[config.mk]
export PLATFORM = sky130hd
export DESIGN_NAME = dataLaneDecoder_flat
export DESIGN_NICKNAME = d
export VERILOG_FILES = /design/src/verilog/sramHeadPkg.sv /design/src/verilog/bankReqIf.sv /design/src/verilog/dataLaneDecoder.sv /design/src/flat_wrapper.sv
export SDC_FILE = /design/constraint.sdc
export NUM_CORES = 1
export LEC_CHECK = 0
export ABC_AREA = 1
export BUFFER_PORTS_ARGS = -buffer_cell sky130_fd_sc_hd__buf_2
export CAP_MARGIN = 5
export CORE_MARGIN = 2
export CORE_UTILIZATION = 36
export DETAILED_ROUTE_END_ITERATION = 10
export PLACE_DENSITY = 0.83
export SETUP_SLACK_MARGIN = 0.02
export SYNTH_ARGS = -nofsm -noshare
export SYNTH_HDL_FRONTEND = slang
export SYNTH_SLANG_ARGS = --single-unit
export TNS_END_PERCENT = 10
[constraint.sdc]
create_clock -name clk -period 1.25 [get_ports clk]
set_input_delay 0.25 -clock clk [delete_from_list [all_inputs] [get_ports clk]]
set_output_delay 0.25 -clock clk [all_outputs]
set_load 0.02 [all_outputs]
[src/verilog/sramHeadPkg.sv]
// SRAM test head shared definitions
// Byte lane and word widths, payload types and the word that an idle
// bank returns while its bitlines stay precharged high

package sramHeadPkg;

	// ######################################
	// Widths
	// ######################################

	localparam int byteWidth = 8;                     // Bits per byte lane
	localparam int laneCount = 4;                     // Byte lanes per word
	localparam int wordWidth = byteWidth * laneCount; // Bits per bank word
	localparam int laneSelWidth = $clog2(laneCount);

	// ######################################
	// Payload types
	// ######################################

	// One byte lane, as seen on the data pins
	typedef logic [byteWidth-1:0] dataByteT;

	// One bank word
	typedef logic [wordWidth-1:0] dataWordT;

	typedef logic [laneSelWidth-1:0] laneSelT; // Byte lane index
	typedef logic [laneCount-1:0] laneMaskT;   // Write enable per lane

	// ######################################
	// Constants
	// ######################################

	// Bitlines float high when no wordline fires
	localparam dataWordT idleReadWord = '1;

endpackage

[src/verilog/bankReqIf.sv]
// Bank request bus
// Carries one registered request from the input stage to the bank.
// The wordline decoder and the data lane decoder each drive their own
// part of the bus, the bank takes all of it

`timescale 1ns/1ps

interface bankReqIf #(
	parameter int addrWidth = 10
);
	import sramHeadPkg::*;

	localparam int wordCount = 1 << addrWidth;

	logic [wordCount-1:0] wordline; // One-hot, all zero when idle
	dataWordT writeWord;            // Input byte placed in its lanes
	laneMaskT laneMask;             // Lanes to write
	logic readEn;
	laneSelT laneSel;               // Lane to return on a read

	modport wordlineSide (
		output wordline
	);

	modport laneSide (
		output writeWord,
		output laneMask,
		output readEn,
		output laneSel
	);

	modport bankSide (
		input wordline,
		input writeWord,
		input laneMask,
		input readEn,
		input laneSel
	);

endinterface

[src/verilog/dataLaneDecoder.sv]
// Data lane decoder
// Places the input byte into the byte lanes of a bank word and builds
// the write mask for the selected lane. Also registers the read strobe
// and the lane select so they travel with the wordline

`timescale 1ns/1ps

module dataLaneDecoder (
	input logic clk,
	input logic rstN,
	input sramHeadPkg::dataByteT dataIn,
	input sramHeadPkg::laneSelT byteSelect,
	input logic writeEnable,
	input logic readEnable,
	bankReqIf.laneSide req
);
	import sramHeadPkg::*;

	laneMaskT laneMaskNext;

	// One mask bit for the selected lane while writing
	always_comb begin
		laneMaskNext = '0;
		if (writeEnable) begin
			laneMaskNext = laneMaskT'(1) << byteSelect;
		end
	end

	// ######################################
	// Control
	// ######################################

	always_ff @(posedge clk or negedge rstN) begin
		if (!rstN) begin
			req.laneMask <= '0;
			req.readEn <= 1'b0;
		end else begin
			req.laneMask <= laneMaskNext;
			req.readEn <= readEnable;
		end
	end

	// ######################################
	// Payload
	// ######################################

	// Byte copied to every lane and the mask picks the one written
	always_ff @(posedge clk) begin
		req.writeWord <= {laneCount{dataIn}};
		req.laneSel <= byteSelect;
	end

endmodule

[src/flat_wrapper.sv]
// flat-port wrapper written by rule: the top's interface ports become plain ports
module dataLaneDecoder_flat import sramHeadPkg::*;
  (clk, rstN, dataIn, byteSelect, writeEnable, readEnable, req_writeWord, req_laneMask, req_readEn, req_laneSel);
  bankReqIf req_i ();
  input logic clk;
  input logic rstN;
  input sramHeadPkg::dataByteT dataIn;
  input sramHeadPkg::laneSelT byteSelect;
  input logic writeEnable;
  input logic readEnable;
  output wire logic [$bits(req_i.writeWord)-1:0] req_writeWord;
  output wire logic [$bits(req_i.laneMask)-1:0] req_laneMask;
  output wire logic [$bits(req_i.readEn)-1:0] req_readEn;
  output wire logic [$bits(req_i.laneSel)-1:0] req_laneSel;
  assign req_writeWord = req_i.writeWord;
  assign req_laneMask = req_i.laneMask;
  assign req_readEn = req_i.readEn;
  assign req_laneSel = req_i.laneSel;
  dataLaneDecoder u_core (.clk(clk), .rstN(rstN), .dataIn(dataIn), .byteSelect(byteSelect), .writeEnable(writeEnable), .readEnable(readEnable), .req(req_i));
endmodule
---- After elaboration in Yosys (flattened, before gate mapping) ----
Cells that the tools add are included.
word-level totals
  register bits ........................... 39
  word-level logic and storage cells ...... 6
operators by class
  shift-type cells ........................ 1
  multiplexer cells ....................... 1
operators by type and width
  cell                 number
  $mux 4               1
  $shl 1x2->4 const A  1

---- Depth between registers and ports, before layout ----
  word-level depth ........................ 2
  mapped depth ............................ 3

---- Least setup slack after synthesis ----
OpenSTA, ideal clock, no wires.
  path type ............................... reg2out
  start ................................... reg, netlist name u_core.req.writeWord[26]
  end ..................................... out req_writeWord[10]
  path buffers ............................ 1
  stages on the path, launching flop included .. 2
  path slack .............................. 0.360 ns
  arrival ................................. 0.640 ns
  required time ........................... 1.000 ns
  cells stage by stage .................... dfxtp_1 > buf_4
RTL lines
  item              line                source
  end: declaration  flat_wrapper.sv:11  output wire logic [$bits(req_i.writeWord)-1:0] req_writeWord;

==> results_dict.tcl <==
set metrics [dict create \
    outcome "finished, final reports clean" \
    clockBufferDepth 2 \
    grt_max_degree 10 \
    cp_data_arrival_time_ns 0.82 \
    ys_seq_elements 15 \
    setup_ws_ns 0.177 \
    switchingPower_mw 0.270 \
    ir_worst_vdd_mv 0.359 \
    p_int_mw 0.683 \
    grt_pass1_vias 296 \
    die_h_um 42.6 \
    hold_violations 0 \
    rsz0062_at_grt "no" \
    antenna_left 0 \
    num_vias 374 \
    critical_path_class "reg2out" \
    layout_common_cells "buf_2, dfxtp_1, dfrtp_1, nor2_1, clkbuf_4" \
    final_nets 95 \
    drive_gt1_frac 0.700 \
    drt-wirelength-per-cell_um 10.2 \
    crit_path_start_kind "flop" \
    drv_slew 0 \
    vias_per_cell 3.94 \
    finalSetupViolCount 0 \
    max_stage_delay_ns 0.36 \
    yosys.cell_types.count 6 \
    area_growth_pct 25.5 \
    setup.worst_path.end_class "primary output" \
    cap_violations 0 \
    cts_setup_buffers 0 \
    final_core_util 0.498 \
    final_common_cell "buf_2" \
    slew_headroom 0.917 \
    cts_resized 0 \
    cts_tree "built" \
    grt_overflow 0 \
    setup_tns_ns 0 \
    p_clk_frac 0.272 \
    first_iter_violations 0 \
    powerDensity_nw_per_um2 1420 \
    ys_seq_area_frac 0.607 \
    dieWidth_um 42.6 \
    yosys_warnings 0 \
    gp_congestion 0.616 \
    holdPathEnd "u_core.req.writeWord[25]" \
    grtUsageTotal 0.105 \
    power_frac_comb 0.187 \
    floorplan.rows 13 \
    hold_start "dataIn[1]" \
    cts_root_buffer "clkbuf_4" \
    placed_area_um2 634 \
    htree_num_levels 1 \
    critPathSlowestCell "dfxtp_1" \
    path_max_fanout 4 \
    required_ns 1.00 \
    die_area_um2 1810 \
    drcViolationCount 0 \
    power_frac_seq 0.541 \
    p_total_mw 0.953 \
    core_um2 1350 \
    min_period_ns 1.07 \
    fmax_ghz 0.932 \
    clk_pin_slew_ns 0.09 \
    start_util 0.397 \
    timing.final.crit_share 0.858 \
    wl_um 966 \
    cts_buffers 3 \
    port_buffers 52 \
    grt_pass1_wl_mm 1.31 \
    whs_path_depth 1 \
    swShare 0.284 \
    post-route-cell-area_um2 672 \
    insertedDiodeCount 0 \
    cts_hold_buf 1 \
    p_leak_nw 0.405 \
    syn_area_um2 536 \
    cp.buffers_inverters 1 \
    pin_count 53 \
    pre_cts_slack_ns 0.470 \
    crit_chain "buf_2" \
    worstMarginPinSlew_ns 0.126 \
    syn_avg_cell_area_um2 11.4 \
    netlist_instances 47 \
    antenna_found_initial 0 \
    hold_path_class "in2reg" \
    cp_top_family "flip-flops" \
    syn_nets 61 \
    clock_sink_count 15 \
    firstDrtPassIters 1 \
]
==> routing by layer <==
layer,up-vias,GRT usage,share of wire
met2,35,0.188,0.53
met5,-,0,0
li1,182,-,-
met4,0,0.113,0.020
met1,155,0.0753,0.31
met3,2,0.0474,0.13
==> layout make-up <==
class,count,area (µm²)
fillers,125,678
flip-flops and latches,15,325
repair buffers,53,270
multi-input cells,6,22.5
clock buffers,3,22.5
well taps,15,18.8
inverters,2,7.51
clock inverters,1,5.00
==> sequential cells by signal, summed over array words and instances, names as in the netlist <==
signal	flops
u_core.req.laneMask	4
u_core.req.laneSel	2
u_core.req.readEn	1
u_core.req.writeWord	8
==> synth_stat cells, drive strengths merged <==
cell type,count,share of area
nand2,2,0.014
dfrtp,5,0.23
buf,24,0.34
dfxtp,10,0.37
nor2,4,0.028
inv,2,0.014
==> kinds of logic after synthesis <==
kind of cell | share of synthesized area
buf+inv | 0.350
flops | 0.607
simple gates | 0.0421
==> worst max-delay path by stage <==
stage,from,cells past startpoint,endpoint,slack (ns)
after floorplan,u_core.req.writeWord[26],1,req_writeWord[10],0.36
after global placement,u_core.req.writeWord[24],1,req_writeWord[8],0.49
after detailed placement,u_core.req.writeWord[24],1,req_writeWord[8],0.47
after CTS,u_core.req.writeWord[24],1,req_writeWord[8],0.15
after global routing,u_core.req.writeWord[24],1,req_writeWord[8],0.13
final,u_core.req.writeWord[24],1,req_writeWord[8],0.18
==> stage by stage <==
step | hold WS, ns | std cells
after floorplan | -0.0456 | 47
after global placement | 0.0632 | 90
after detailed placement | 0.0669 | 90
after CTS | 0.0580 | 95
after global routing | 0.0507 | 95
final | 0.0709 | 95
==> power by group through the flow <==
stage	Sequential, mW	Combinational, mW	Clock, mW
6_report	0.516	0.178	0.259
5_1_grt	0.519	0.187	0.290
4_1_cts	0.516	0.181	0.272
3_5_place_dp	0.527	0.179	0
3_3_place_gp	0.525	0.177	0
2_1_floorplan	0.559	0.115	0
No activity file was read; power rests on OpenSTA's default activity.
