==> src/verilog/sramHeadPkg.sv <==
// SRAM test head shared definitions
// Byte lane and word widths, payload types and the word that an idle
// bank returns while its bitlines stay precharged high

package sramHeadPkg;

	// ######################################
	// Widths
	// ######################################

	localparam int byteWidth = 8;                     // Bits per byte lane
	localparam int laneCount = 4;                     // Byte lanes per word
	localparam int wordWidth = byteWidth * laneCount; // Bits per bank word
	localparam int laneSelWidth = $clog2(laneCount);

	// ######################################
	// Payload types
	// ######################################

	// One byte lane, as seen on the data pins
	typedef logic [byteWidth-1:0] dataByteT;

	// One bank word
	typedef logic [wordWidth-1:0] dataWordT;

	typedef logic [laneSelWidth-1:0] laneSelT; // Byte lane index
	typedef logic [laneCount-1:0] laneMaskT;   // Write enable per lane

	// ######################################
	// Constants
	// ######################################

	// Bitlines float high when no wordline fires
	localparam dataWordT idleReadWord = '1;

endpackage

==> src/verilog/bankReqIf.sv <==
// Bank request bus
// Carries one registered request from the input stage to the bank.
// The wordline decoder and the data lane decoder each drive their own
// part of the bus, the bank takes all of it

`timescale 1ns/1ps

interface bankReqIf #(
	parameter int addrWidth = 10
);
	import sramHeadPkg::*;

	localparam int wordCount = 1 << addrWidth;

	logic [wordCount-1:0] wordline; // One-hot, all zero when idle
	dataWordT writeWord;            // Input byte placed in its lanes
	laneMaskT laneMask;             // Lanes to write
	logic readEn;
	laneSelT laneSel;               // Lane to return on a read

	modport wordlineSide (
		output wordline
	);

	modport laneSide (
		output writeWord,
		output laneMask,
		output readEn,
		output laneSel
	);

	modport bankSide (
		input wordline,
		input writeWord,
		input laneMask,
		input readEn,
		input laneSel
	);

endinterface

==> src/verilog/wordlineDecoder.sv <==
// Wordline decoder
// Registers the word select as a one-hot wordline. The wordline fires
// only while wlEnable is high and preCharge is low, so precharge and
// wordline access never overlap

`timescale 1ns/1ps

module wordlineDecoder #(
	parameter int addrWidth = 10
) (
	input logic clk,
	input logic rstN,
	input logic [addrWidth-1:0] wordSelect,
	input logic wlEnable,
	input logic preCharge,
	bankReqIf.wordlineSide req
);

	localparam int wordCount = 1 << addrWidth;

	logic [wordCount-1:0] wordlineNext;
	logic wordlineFire;

	// ######################################
	// Decode
	// ######################################

	// Precharge phase holds every wordline low
	assign wordlineFire = wlEnable && !preCharge;

	always_comb begin
		wordlineNext = '0;
		if (wordlineFire) begin
			wordlineNext[wordSelect] = 1'b1;
		end
	end

	// ######################################
	// Register
	// ######################################

	always_ff @(posedge clk or negedge rstN) begin
		if (!rstN) begin
			req.wordline <= '0;
		end else begin
			req.wordline <= wordlineNext; // Zero when gated off
		end
	end

endmodule

==> src/flat_wrapper.sv <==
// flat-port wrapper written by rule: the top's interface ports become plain ports
module wordlineDecoder_flat 
#(
	parameter int addrWidth = 10
)
  (clk, rstN, wordSelect, wlEnable, preCharge, req_wordline);
  bankReqIf #(.addrWidth(addrWidth)) req_i ();
  input logic clk;
  input logic rstN;
  input logic [addrWidth-1:0] wordSelect;
  input logic wlEnable;
  input logic preCharge;
  output wire logic [$bits(req_i.wordline)-1:0] req_wordline;
  assign req_wordline = req_i.wordline;
  wordlineDecoder #(.addrWidth(addrWidth)) u_core (.clk(clk), .rstN(rstN), .wordSelect(wordSelect), .wlEnable(wlEnable), .preCharge(preCharge), .req(req_i));
endmodule
==> config.mk <==
export PLATFORM = sky130hd
export DESIGN_NAME = wordlineDecoder_flat
export DESIGN_NICKNAME = d
export VERILOG_FILES = /design/src/verilog/sramHeadPkg.sv /design/src/verilog/bankReqIf.sv /design/src/verilog/wordlineDecoder.sv /design/src/flat_wrapper.sv
export SDC_FILE = /design/constraint.sdc
export NUM_CORES = 1
export LEC_CHECK = 0
export BUFFER_PORTS_ARGS = -buffer_cell sky130_fd_sc_hd__buf_2
export CAP_MARGIN = 20
export CELL_PAD_IN_SITES_DETAIL_PLACEMENT = 1
export CELL_PAD_IN_SITES_GLOBAL_PLACEMENT = 1
export CORE_AREA = 4 4 396 398
export CTS_CLUSTER_DIAMETER = 40
export CTS_CLUSTER_SIZE = 12
export DETAILED_ROUTE_END_ITERATION = 16
export DIE_AREA = 0 0 400 402
export PLACE_DENSITY_LB_ADDON = 0.3
export SKIP_LAST_GASP = 1
export SYNTH_ARGS = -nofsm -noshare
export SYNTH_HDL_FRONTEND = slang
export SYNTH_SLANG_ARGS = --single-unit
==> constraint.sdc <==
create_clock -name clk -period 0.8 [get_ports clk]
set_input_delay 0.12 -clock clk [delete_from_list [all_inputs] [get_ports clk]]
set_output_delay 0.12 -clock clk [all_outputs]
set_load 0.02 [all_outputs]
### After elaboration in Yosys (flattened, before gate mapping)

Cells that the tools add are included.

* output and inout port bits: 1024
* input port bits: 14
* register bits after elaboration: 1024
* word-level logic and storage cells: 9

* reduce and logical (&&, ||, !) cells: 3
* muxes and demuxes: 3
* magnitude comparators: 2

Operator list (number)
* two-way mux 1024 bit: 1
* < comparator 10 x 11 -> 1 bit, second input constant: 1
* demux 1 bit (select 10 bit): 1
* greater-or-equal comparator 10 x 1 -> 1 bit, second input constant: 1
* logical AND 1 bit: 2
* zero test 1 bit: 1
* two-way mux 1 bit: 1

### Depth between registers and ports, before layout

* depth in word-level cells: 5
* depth in mapped cells: 6
* mapped depth without buffers: 2

### Least setup slack after synthesis

Ideal clock, no wire load.

* path type: input -> register
* from: in wordSelect[1]
* to: reg u_core.req.wordline[912]
* stages on the path: 6
* setup slack: -0.620 ns
* required time: 0.699 ns
* data arrival time: 1.319 ns
* library setup time: 0.101 ns
* cells stage by stage: clkbuf_1 -> or2_2 -> clkbuf_1 -> clkbuf_1 -> clkbuf_1 -> nor4_1

* word-level cells in the longest chain between the ends: 5
* elaborated cells between the ends (all ways): 6
* those cells by class: 2 x order compare; 3 x mux; 1 x reduce/logical

Ends and longest elaborated chain
* from (decl): RTL line flat_wrapper.sv:10 `input logic [addrWidth-1:0] wordSelect;`
* < comparator 10 x 11 -> 1 bit (not written as such) / greater-or-equal comparator 10 x 1 -> 1 bit (equally long branches): RTL line wordlineDecoder.sv:34 `wordlineNext[wordSelect] = 1'b1;`
* logical AND 1 bit (not written as such): RTL line wordlineDecoder.sv:34
* two-way mux 1 bit (not written as such): RTL line wordlineDecoder.sv:34
* demux 1 bit (select 10 bit) *
* two-way mux 1024 bit *: RTL line wordlineDecoder.sv:33 `if (wordlineFire) begin`
* named net u_core.wordlineNext[912]: RTL line wordlineDecoder.sv:21 `logic [wordCount-1:0] wordlineNext;`
* to (signal assigned): RTL line wordlineDecoder.sv:46 `req.wordline <= wordlineNext;`
* to (decl): RTL line bankReqIf.sv:22 `output wordline`

The timed path passes the listed nets; every way through them passes the cells marked *.

### Worst setup path in the final report

* from: reg u_core.req.wordline[424]
* to: out req_wordline[424]

RTL lines
* to (decl): RTL line flat_wrapper.sv:13 `output wire logic [$bits(req_i.wordline)-1:0] req_wordline;`

No word-level cell between the ends.

==> impl_metrics.json <==
{
  "status": "finished with violations",
  "violations": "negative hold slack, negative setup slack",
  "final-setup-viol-count": 1609,
  "peakVddDrop_uv": 1670,
  "cp_slowest_cell": "dfrtp_1",
  "die_h_um": 402,
  "finalHoldViolations": 35,
  "cp_top_family": "flip-flops",
  "reg_top3": "u_core.req.wordline: 1024 flops",
  "area_growth_pct": 73.7,
  "dp_hpwl_um": 120000,
  "min_period_ns": 1.47,
  "rsz0062_at_grt": "yes",
  "die_area_um2": 161000,
  "cts_tree": "built",
  "clkTransAtPathRegs_ns": 0.06,
  "antenna_found_initial": 8,
  "cts_buffer_depth": 3,
  "synth.distinct_cells": 17,
  "post-place-ws_ns": -1.13,
  "setup_ws_ns": -0.668,
  "hold_path_depth": 4,
  "wirelength_um": 188000,
  "vias_per_cell": 4.98,
  "cts_max_level": 4,
  "drive_above_1_share_pct": 51.6,
  "largest_reg_flops": 1024,
  "layout_common_cells": "buf_6, dfrtp_1, nor4_1",
  "nNetsFinal": 3843,
  "cp.arrival_ns": 1.35,
  "critPathLaunchType": "register",
  "slew_headroom_pct": 49.6,
  "hold_end": "u_core.req.wordline[797]",
  "start_util_pct": 22.6,
  "syn_nets": 2546,
  "hold_start": "wordSelect[3]",
  "grt_pass1_vias": 33100,
  "placed_area_um2": 46500,
  "cts_sinks": 1024,
  "post_drt_wl_per_cell_um": 31.3,
  "drt_iter0_drc": 1911,
  "cp_cell_sequence": "buf_6",
  "ios": 1038,
  "ys_seq_area_share_pct": 73.8,
  "drv_slew": 0,
  "layout_commonest_cell": "buf_6",
  "worst-path-buf-inv": 1,
  "critPathMaxStageDelay_ns": 0.43,
  "cp_max_fo": 1,
  "rows": 144,
  "place_congestion": 0.808,
  "port_buffers": 1037,
  "drc": 0,
  "cp-end-kind": "primary output",
  "top_register": "u_core.req.wordline",
  "grt_pass1_wl_um": 260000,
  "dr_total_vias": 29900,
  "yosys_warnings": 0,
  "ys_ff_latch": 1024,
  "whs_ns": -0.0627,
  "path_class": "register to primary output",
  "netlist_instances": 2532,
  "gr-total-overflow": 0,
  "track_usage_pct": 22.3,
  "firstDrtPassIters": 5,
  "tightest_slew_ns": 0.756,
  "post-route-cell-area_um2": 60300,
  "hold_class": "input port to register",
  "leakage_nw": 27.7,
  "cts_buffers": 155,
  "netlist_area_um2": 34700,
  "core-area_um2": 153000,
  "power.density_nw_per_um2": 2170,
  "min_period_over_period_pct": 183,
  "cts-root-buf": "clkbuf_16",
  "grt_max_degree": 83,
  "required_ns": 0.68,
  "dieWidth_um": 400,
  "synth.avg_cell_area_um2": 13.7,
  "ant_nets": 0,
  "maxCapViolCount": 0,
  "fmax_mhz": 681
}
==> Yosys cell counts, drive strengths merged <==
master      n  area, µm²
dfrtp    1024      25600
nor4     1024       7030
clkbuf    353       1330
buf        99        473
nand3b      6       45.0
or3b        6       52.6
nand2b      4       25.0
nand4bb     4       45.0
nand2       2       7.51
nand3       2       10.0
nand4b      2       17.5
or2         2       12.5
or3         2       12.5
or4b        2       20.0
==> power by group <==
group | switching [mW] | leakage (nW) | total, mW | internal (mW)
logic | 6.03 | 10.8 | 8.62 | 2.59
registers | 0.0103 | 14.3 | 51.9 | 51.9
clock network | 26.5 | 2.60 | 70.4 | 43.9
total | 32.5 | 27.7 | 131 | 98.4
==> layer usage <==
layer | vias to the layer above | part of all wire (%) | track usage [%]
met5 | - | 0 | 0
met4 | 0 | 4.6 | 10.4
met3 | 356 | 7.4 | 6.10
met2 | 1390 | 50 | 37.3
met1 | 16000 | 38 | 26.5
li1 | 12100 | - | -
==> what timing repair did <==
action / in CTS / in global routing
cloned: 4 / 10
hold buffers: 4 / 1
pin swaps: 2 / 14
setup endpoints to repair: 1100 / 1813
gates resized for setup: 2060 / 197
endpoints found under the hold margin: 1120 / 41
setup buffers: 3 / 19
==> per-stage QoR <==
step / setup TNS [ns] / util (%) / power [mW] / instances / hold WS, ns
6_report: -690.74 / 39.3 / 131 / 6004 / -0.0627
2_1_floorplan: -357.20 / - / 56.4 / 2532 / -0.176
4_1_cts: -809.86 / 38.2 / 131 / 5967 / -0.125
3_3_place_gp: -736.31 / 30.3 / 60.7 / 5677 / 0.142
3_5_place_dp: -754.17 / 30.3 / 60.7 / 5677 / 0.142
5_1_grt: -760.95 / 39.3 / 135 / 6002 / -0.0887
==> kinds of logic (layout without fill, tap and decap cells) <==
group	count (synthesis)	count (layout)	synth area share (%)
flops	1024	1024	73.8
buf+inv	452	1871	5.18
other cells	0	9	0
simple gates	1056	1056	21.0
==> how the worst max path moves through the flow <==
stage / startpoint / end / slack [ns] / cells past startpoint
final: u_core.req.wordline[424] / req_wordline[424] / -0.67 / 1
after floorplan: wordSelect[5] / u_core.req.wordline[279] / -0.51 / 5
after detailed placement: wlEnable / u_core.req.wordline[515] / -1.13 / 6
after CTS: u_core.req.wordline[555] / req_wordline[555] / -0.74 / 1
after global placement: wlEnable / u_core.req.wordline[515] / -1.10 / 6
after global routing: u_core.req.wordline[555] / req_wordline[555] / -0.73 / 1
==> cell type report <==
| type | count | area [µm²] |
|---|---|---|
| Clock inverter | 84 | 1130 |
| Multi-Input combinational cell | 1056 | 8530 |
| Sequential cell | 1024 | 25600 |
| Clock buffer | 195 | 4290 |
| Fill cell | 15700 | 93100 |
| Antenna cell | 9 | 22.5 |
| Timing Repair Buffer | 1592 | 18100 |
| Tap cell | 2044 | 2560 |
No activity file was read; power rests on OpenSTA's default activity.
