[src/verilog/sramHeadPkg.sv]
// SRAM test head shared definitions
// Byte lane and word widths, payload types and the word that an idle
// bank returns while its bitlines stay precharged high

package sramHeadPkg;

	// ######################################
	// Widths
	// ######################################

	localparam int byteWidth = 8;                     // Bits per byte lane
	localparam int laneCount = 4;                     // Byte lanes per word
	localparam int wordWidth = byteWidth * laneCount; // Bits per bank word
	localparam int laneSelWidth = $clog2(laneCount);

	// ######################################
	// Payload types
	// ######################################

	// One byte lane, as seen on the data pins
	typedef logic [byteWidth-1:0] dataByteT;

	// One bank word
	typedef logic [wordWidth-1:0] dataWordT;

	typedef logic [laneSelWidth-1:0] laneSelT; // Byte lane index
	typedef logic [laneCount-1:0] laneMaskT;   // Write enable per lane

	// ######################################
	// Constants
	// ######################################

	// Bitlines float high when no wordline fires
	localparam dataWordT idleReadWord = '1;

endpackage

[src/verilog/readByteMux.sv]
// Read byte mux
// Picks the selected byte lane of the bank read word and registers it
// onto the 8-bit output pins. The pins hold their last byte between
// reads

`timescale 1ns/1ps

module readByteMux (
	input logic clk,
	input logic rstN,
	input sramHeadPkg::dataWordT readWord,
	input logic readValid,
	input sramHeadPkg::laneSelT readLane,
	output sramHeadPkg::dataByteT dataOut
);
	import sramHeadPkg::*;

	dataByteT laneByte;

	// Lane select
	assign laneByte = readWord[readLane*byteWidth +: byteWidth];

	// ######################################
	// Output pins
	// ######################################

	always_ff @(posedge clk or negedge rstN) begin
		if (!rstN) begin
			dataOut <= '0;
		end else if (readValid) begin
			dataOut <= laneByte;
		end
		// Otherwise hold
	end

endmodule

[config.mk]
export PLATFORM = sky130hd
export DESIGN_NAME = readByteMux
export DESIGN_NICKNAME = d
export VERILOG_FILES = /design/src/verilog/sramHeadPkg.sv /design/src/verilog/readByteMux.sv
export SDC_FILE = /design/constraint.sdc
export NUM_CORES = 1
export LEC_CHECK = 0
export ABC_CLOCK_PERIOD_IN_PS = 1100
export BUFFER_PORTS_ARGS = -buffer_cell sky130_fd_sc_hd__buf_2
export CORE_AREA = 2 2 41 43
export CTS_BUF_LIST = sky130_fd_sc_hd__clkbuf_2
export DETAILED_ROUTE_END_ITERATION = 10
export DIE_AREA = 0 0 43 45
export GPL_ROUTABILITY_DRIVEN = 0
export PLACE_DENSITY = 0.78
export SLEW_MARGIN = 20
export SYNTH_ARGS = -nofsm -noshare
export SYNTH_HDL_FRONTEND = slang
export SYNTH_SLANG_ARGS = --single-unit
[constraint.sdc]
create_clock -name clk -period 1.1 [get_ports clk]
set_clock_uncertainty 0.2 [all_clocks]
set_input_delay 0.22 -clock clk [delete_from_list [all_inputs] [get_ports clk]]
set_output_delay 0.22 -clock clk [all_outputs]
set_load 0.01 [all_outputs]
======== Yosys cells after proc, flatten, opt, wreduce, memory -nomap -nowiden ========
Index checks and enable logic that the tools add are counted.
storage, ports and cells
  register bits ........................... 8
  bits in latches ......................... 0
  RAM bits ................................ 0
  memory bits (read-only) ................. 0
  input bits .............................. 37
  output and inout bits ................... 8
  memories kept ........................... 0
cells by class
  add/subtract/negate cells ............... 0
  multipliers ............................. 0
  divide/modulo/power cells ............... 0
  $lt $le $gt $ge ......................... 0
  equality and inequality tests ........... 0
  shifts and indexed selects .............. 1
  mux-type cells .......................... 0
  bitwise logic cells ..................... 0
  reductions and logical operators ........ 0
operators with widths
  operator                                                count
  32-bit by 6-bit variable part select with 8-bit output  1

======== Depth between registers and ports, before layout ========
Gate-level depths: netlist of the first run.
  depth after elaboration ................. 1
  mapped depth ............................ 4

======== Worst setup path after synthesis of the first run ========
Ideal clock, no wire load.
  path kind ............................... input-to-reg
  start ................................... input port readLane[0]
  end ..................................... register dataOut[0]
  arrival time ............................ 758 ps
  path slack .............................. 3 ps
  cell stages on the path ................. 4
  buffers on the path ..................... 2
  path through ............................ buf_6 > buf_12 > mux2i_1 > o221ai_1
on the way
  cells in the longest elaborated chain, start to end .. 1
RTL lines
  item                                                    line               RTL
  start, declared                                         readByteMux.sv:13  input sramHeadPkg::laneSelT readLane,
  32-bit by 6-bit variable part select with 8-bit output  readByteMux.sv:21  assign laneByte = readWord[readLane*byteWidth +: byteWidth];
  end signal, assigned                                    readByteMux.sv:31  dataOut <= laneByte;
  end, declared                                           readByteMux.sv:14  output sramHeadPkg::dataByteT dataOut
No other way between the ends.
A chain may end at the register's enable or synchronous reset.

======== Worst setup path in the final report of the first run ========
  start ................................... register dataOut[5]
  end ..................................... output port dataOut[5]
No word-level cell between the ends.

==> results of run 1 <==
[logic make-up after synthesis]
family / Yosys count / share of synthesized area [%]
simple gates: 10 / 11.4
flops: 8 / 38.1
buf+inv: 3 / 6.67
mux: 16 / 30.5
compound gates: 8 / 13.3
[worst max-delay path by stage]
| stage | from | to | slack [ns] |
|---|---|---|---|
| after floorplan | readLane[0] | dataOut[0]$_DFFE_PN0P_ | 0.003 |
| after global placement | readLane[0] | dataOut[1]$_DFFE_PN0P_ | -0.07 |
| after detailed placement | readLane[0] | dataOut[3]$_DFFE_PN0P_ | -0.10 |
| after CTS | dataOut[5]$_DFFE_PN0P_ | dataOut[5] | -0.08 |
| after global routing | dataOut[1]$_DFFE_PN0P_ | dataOut[1] | -0.10 |
| final | dataOut[5]$_DFFE_PN0P_ | dataOut[5] | -0.07 |
[metal layers]
layer	vias up	part of all wire [%]
met2	31	42
met5	-	0
met3	2	15
li1	270	-
met1	250	42
met4	0	0.90
[synthesized netlist by cell type]
cell type | instances | area [sq um]
buf_1 | 1 | 3.75
buf_12 | 1 | 20.0
buf_6 | 1 | 11.3
dfrtp_1 | 8 | 200
mux2i_1 | 16 | 160
nand2_1 | 1 | 3.75
nand2b_1 | 9 | 56.3
o221ai_1 | 8 | 70.1
[where the power goes]
| part | switching, uW | internal [uW] |
|---|---|---|
| registers | 16.2 | 331 |
| logic | 112 | 141 |
| clock network | 94.1 | 74.4 |
| total | 222 | 547 |
[layout make-up]
type	instances	area (sq um)	area share, %
flip-flops and latches	8	200	25.3
repair buffers	48	265	33.5
multi-input cells	34	290	36.7
clock buffers	3	15.0	1.90
well taps	16	20.0	2.53
[through the flow]
step	total power [uW]	area (sq um)	setup TNS [ns]	setup WS [ns]	instances
floorplan	479	526	0	0.00251	45
global placement	596	758	-0.399	-0.0698	104
detailed placement	601	758	-0.594	-0.102	104
CTS	775	783	-0.629	-0.0849	108
global route	818	791	-0.741	-0.102	109
finish	769	791	-0.507	-0.0695	109
[worst min-delay path, delay by kind of cell]
family | cells | cell delay (ns)
buf+inv | 1 | 0.07
compound gates | 1 | 0.15
mux | 1 | 0.06
[layout by cell type, fill, tap and decap left out, drive strengths merged]
cell type,instances
nand2b,9
dlygate4sd3,1
clkbuf,3
dfrtp,8
o221ai,8
buf,47
mux2i,16
nand2,1
[what timing repair did]
action	4_1_cts	5_1_grt
setup buffers	0	1
endpoints found under the hold margin	8	0
hold buffers	1	0
endpoints found under the setup margin	8	8
==> flow_metrics.env, run 1 <==
export IMPL_antenna_cells=0
export IMPL_ff2ff_path_depth=3
export IMPL_met3_usage_pct=5.60
export IMPL_die_h_um=45
export IMPL_rows=14
export IMPL_grt_busiest_layer="met1"
export IMPL_slew_headroom_pct=77.4
export IMPL_r2r_setup_slack_ns=0.10
export IMPL_seq_area_frac_synth_pct=38.1
export IMPL_track_usage_pct=14.3
export IMPL_r2r_end="dataOut[5]$_DFFE_PN0P_"
export IMPL_grt_pass1_wl_um=2030
export IMPL_hold_viol=0
export IMPL_use_met2_pct=19.1
export IMPL_timing_final_crit_share_pct=106
export IMPL_fin_hold_ws_ns=0.112
export IMPL_largest_reg_flops=8
export IMPL_rsz0062_at_grt="yes"
export IMPL_crit_required_ns=0.68
export IMPL_max_cap_viol_count=0
export IMPL_syn2layout_area_growth_pct=50.5
export IMPL_status="complete, but fails checks"
export IMPL_hold_depth=3
export IMPL_grt_max_degree=17
export IMPL_cp_slowest_stage_delay_ns=0.38
export IMPL_grt_pass1_vias=469
export IMPL_startpoint_type="flip-flop"
export IMPL_dp_hpwl_um=1050
export IMPL_clkLatencyLatePin_ns=0.23
export IMPL_hp_class="input pin to flip-flop"
export IMPL_p_leak_uw=0.000441
export IMPL_cts_resized=0
export IMPL_finalMaxSlewViolations=0
export IMPL_initial_core_util_pct=35.7
export IMPL_cts_max_level=1
export IMPL_drt_pass1_iterations=4
export IMPL_path_class="flip-flop to primary output"
export IMPL_fill_cells=136
export IMPL_crit_family="flip-flops"
export IMPL_grt_overflow=0
export IMPL_clk_path_buf_depth=2
export IMPL_crit_fanout=2
export IMPL_port_buffers=44
export IMPL_final_setup_worst_slack_ns=-0.0695
export IMPL_utilization_pct=53.7
export IMPL_syn_nets=82
export IMPL_ys_ff_latch=8
export IMPL_min_period_ns=1.17
export IMPL_reg_top3="dataOut: 8 flops"
export IMPL_drc_errors=0
export IMPL_coreArea_sq_mm=0.00147
export IMPL_hold_end="dataOut[5]$_DFFE_PN0P_"
export IMPL_dr_total_vias=553
export IMPL_avgRoutedWirePerCell_um=12.2
export IMPL_critical_path_cell_count=1
export IMPL_postRouteAntennaNets=0
export IMPL_antenna_found_initial=0
export IMPL_reg2reg_from="dataOut[5]$_DFFE_PN0P_"
export IMPL_grtUsageMet1_pct=19.1
export IMPL_syn_inst=45
export IMPL_crit_buf_inv=1
export IMPL_regMostFlops="dataOut"
export IMPL_syn_avg_cell_area_sq_um=11.7
export IMPL_drive_above_1_share_pct=53.8
export IMPL_yosysUniqueCellTypes=8
export IMPL_cts_tree="yes"
export IMPL_critPathSlowestCell="dfrtp_1"
export IMPL_peakVddDrop_uv=558
export IMPL_tightest_slew_ns=0.339
export IMPL_drtIter0Drc=5
export IMPL_path_cells="buf_2"
export IMPL_wl_um=1340
export IMPL_end_kind="primary output"
export IMPL_vias_per_cell=5.07
export IMPL_yosys_warnings=0
export IMPL_fin_nets=132
export IMPL_violations="setup timing"
export IMPL_clock_sinks=8
export IMPL_die_width_um=43
export IMPL_setup_viol=8
export IMPL_power_density_mw_per_mm2=972
export IMPL_max_freq_ghz=0.855
export IMPL_cts_buffers=3
export IMPL_io_pins=45
export IMPL_cts_root_buf="clkbuf_2"
export IMPL_path_clk_slew_ns=0.07
export IMPL_min_from="readWord[5]"
export IMPL_syn_area_sq_um=526
export IMPL_die_area_sq_mm=0.00194
export IMPL_crit_arrival_ns=0.75
(Power assumes the default switching activity.)
==> inputs of run 2 (changes only) <==
--- a/config.mk
+++ b/config.mk
@@ -14,3 +14,5 @@
 export GPL_ROUTABILITY_DRIVEN = 0
+export GPL_TIMING_DRIVEN = 0
 export PLACE_DENSITY = 0.78
+export RECOVER_POWER = 100
 export SLEW_MARGIN = 20
--- a/constraint.sdc
+++ b/constraint.sdc
@@ -4,2 +4,2 @@
 set_output_delay 0.22 -clock clk [all_outputs]
-set_load 0.01 [all_outputs]
+set_load 0.1 [all_outputs]
==> flow_metrics.env, run 2 (synthesis results as in run 1) <==
export IMPL_status="complete, but fails checks"
export IMPL_violations="setup timing"
export IMPL_cts_max_level=1
export IMPL_io_pins=45
export IMPL_coreArea_sq_mm=0.00147
export IMPL_hold_viol=0
export IMPL_fill_cells=138
export IMPL_min_period_ns=1.32
export IMPL_stdcell_area_sq_um=953
export IMPL_end_kind="primary output"
export IMPL_clkLatencyLatePin_ns=0.22
export IMPL_max_freq_ghz=0.758
export IMPL_dr_total_vias=569
export IMPL_fin_nets=133
export IMPL_track_usage_pct=17.7
export IMPL_grt_overflow=0
export IMPL_grt_pass1_wl_um=2460
export IMPL_rsz0062_at_grt="yes"
export IMPL_critPathSlowestCell="dfrtp_4"
export IMPL_min_from="readWord[0]"
export IMPL_max_cap_viol_count=0
export IMPL_fin_hold_ws_ns=0.110
export IMPL_power_total_uw=1210
export IMPL_power_density_mw_per_mm2=1270
export IMPL_startpoint_type="flip-flop"
export IMPL_final_setup_worst_slack_ns=-0.219
export IMPL_syn2layout_area_growth_pct=81.4
export IMPL_drtIter0Drc=3
export IMPL_die_h_um=45
export IMPL_dp_hpwl_um=1120
export IMPL_postRouteAntennaNets=0
export IMPL_drt_pass1_iterations=4
export IMPL_crit_start="dataOut[4]$_DFFE_PN0P_"
export IMPL_finalMaxSlewViolations=0
export IMPL_wl_um=1540
export IMPL_drc_errors=0
export IMPL_crit_arrival_ns=0.90
export IMPL_crit_buf_inv=1
export IMPL_cts_tree="yes"
export IMPL_hp_class="input pin to flip-flop"
export IMPL_port_buffers=43
export IMPL_tns_ns=-1.73
export IMPL_ff_latch_area_sq_um=230
export IMPL_timing_final_crit_share_pct=120
export IMPL_regMostFlops="dataOut"
export IMPL_crit_family="flip-flops"
export IMPL_path_cells="buf_12"
export IMPL_crit_fanout=2
export IMPL_reg_top3="dataOut: 8 flops"
export IMPL_drive_above_1_share_pct=60.6
export IMPL_placed_area_sq_um=791
export IMPL_clock_sinks=8
export IMPL_initial_core_util_pct=35.7
export IMPL_setup_viol=10
export IMPL_antenna_cells=0
export IMPL_crit_required_ns=0.68
export IMPL_die_width_um=43
export IMPL_slew_headroom_pct=69.9
export IMPL_path_class="flip-flop to primary output"
export IMPL_cts_root_buf="clkbuf_2"
export IMPL_grt_pass1_vias=583
export IMPL_path_clk_slew_ns=0.08
export IMPL_largest_reg_flops=8
export IMPL_reg2reg_from="dataOut[5]$_DFFE_PN0P_"
export IMPL_utilization_pct=64.8
export IMPL_cts_buffers=3
export IMPL_clk_path_buf_depth=2
export IMPL_final_common_cell="buf_2"
export IMPL_p_leak_uw=0.000472
export IMPL_vias_per_cell=5.17
export IMPL_tightest_slew_ns=0.451
export IMPL_layout_common_cells="33 x buf_2, 16 x mux2i_1, 9 x buf_12, 9 x nand2b_1"
export IMPL_rows=14
export IMPL_die_area_sq_mm=0.00194
export IMPL_avgRoutedWirePerCell_um=14.0
export IMPL_multi_input_area_sq_um=290
export IMPL_cp_slowest_stage_delay_ns=0.50
export IMPL_peakVddDrop_uv=811
export IMPL_grt_max_degree=11
export IMPL_antenna_found_initial=0
## run 2: cell count changes in the layout (fill, tap and decap cells not counted)
cell,before,now
dfrtp_1,8,0
clkbuf_2,3,4
buf_12,1,9
buf_6,0,2
clkbuf_1,0,2
dfrtp_4,0,8
buf_4,2,1
buf_2,44,33
## run 2: through the flow
step	worst slack [ns]	instances
finish	-0.219	110
global placement	-0.189	104
detailed placement	-0.184	104
floorplan	-0.0438	45
CTS	-0.228	108
global route	-0.249	110
## run 2: worst paths after layout
| path | endpoint | slack [ns] | cells past startpoint |
|---|---|---|---|
| worst max-delay path | dataOut[4] | -0.22 | 1 |
| worst min-delay path | dataOut[0]$_DFFE_PN0P_ | 0.11 | 3 |
| worst max register to register | dataOut[5]$_DFFE_PN0P_ | -0.02 | 3 |
| worst min register to register | dataOut[1]$_DFFE_PN0P_ | 0.39 | 2 |
| max in group asynchronous | dataOut[2]$_DFFE_PN0P_ | 0.08 | 2 |
| min in group asynchronous | dataOut[5]$_DFFE_PN0P_ | 0.26 | 2 |
## run 2: cell type report
| type | instances | share of cell area, % |
|---|---|---|
| Sequential cell | 8 | 24.1 |
| Timing Repair Buffer | 46 | 38.1 |
| Tap cell | 16 | 2.10 |
| Multi-Input combinational cell | 34 | 30.4 |
| Buffer | 3 | 3.67 |
| Clock buffer | 3 | 1.57 |
## run 2: where the power goes
| part | switching, uW | internal (uW) |
|---|---|---|
| Clock | 92.6 | 74.4 |
| Combinational | 379 | 268 |
| Sequential | 42.1 | 355 |
## run 2: layer usage
metal | global-route usage [%] | vias up | wire (um)
li1 | - | 273 | -
met1 | 19.6 | 266 | 579
met2 | 32.7 | 28 | 837
met3 | 2.00 | 2 | 106
met4 | 10.9 | 0 | 19
met5 | 0 | - | 0
## run 2: what timing repair did
action | in CTS | in global routing
pin swaps | 0 | 0
hold buffers | 1 | 0
gates resized for setup | 32 | 1
endpoints found under the hold margin | 8 | 0
endpoints found under the setup margin | 8 | 8
setup buffers | 0 | 2
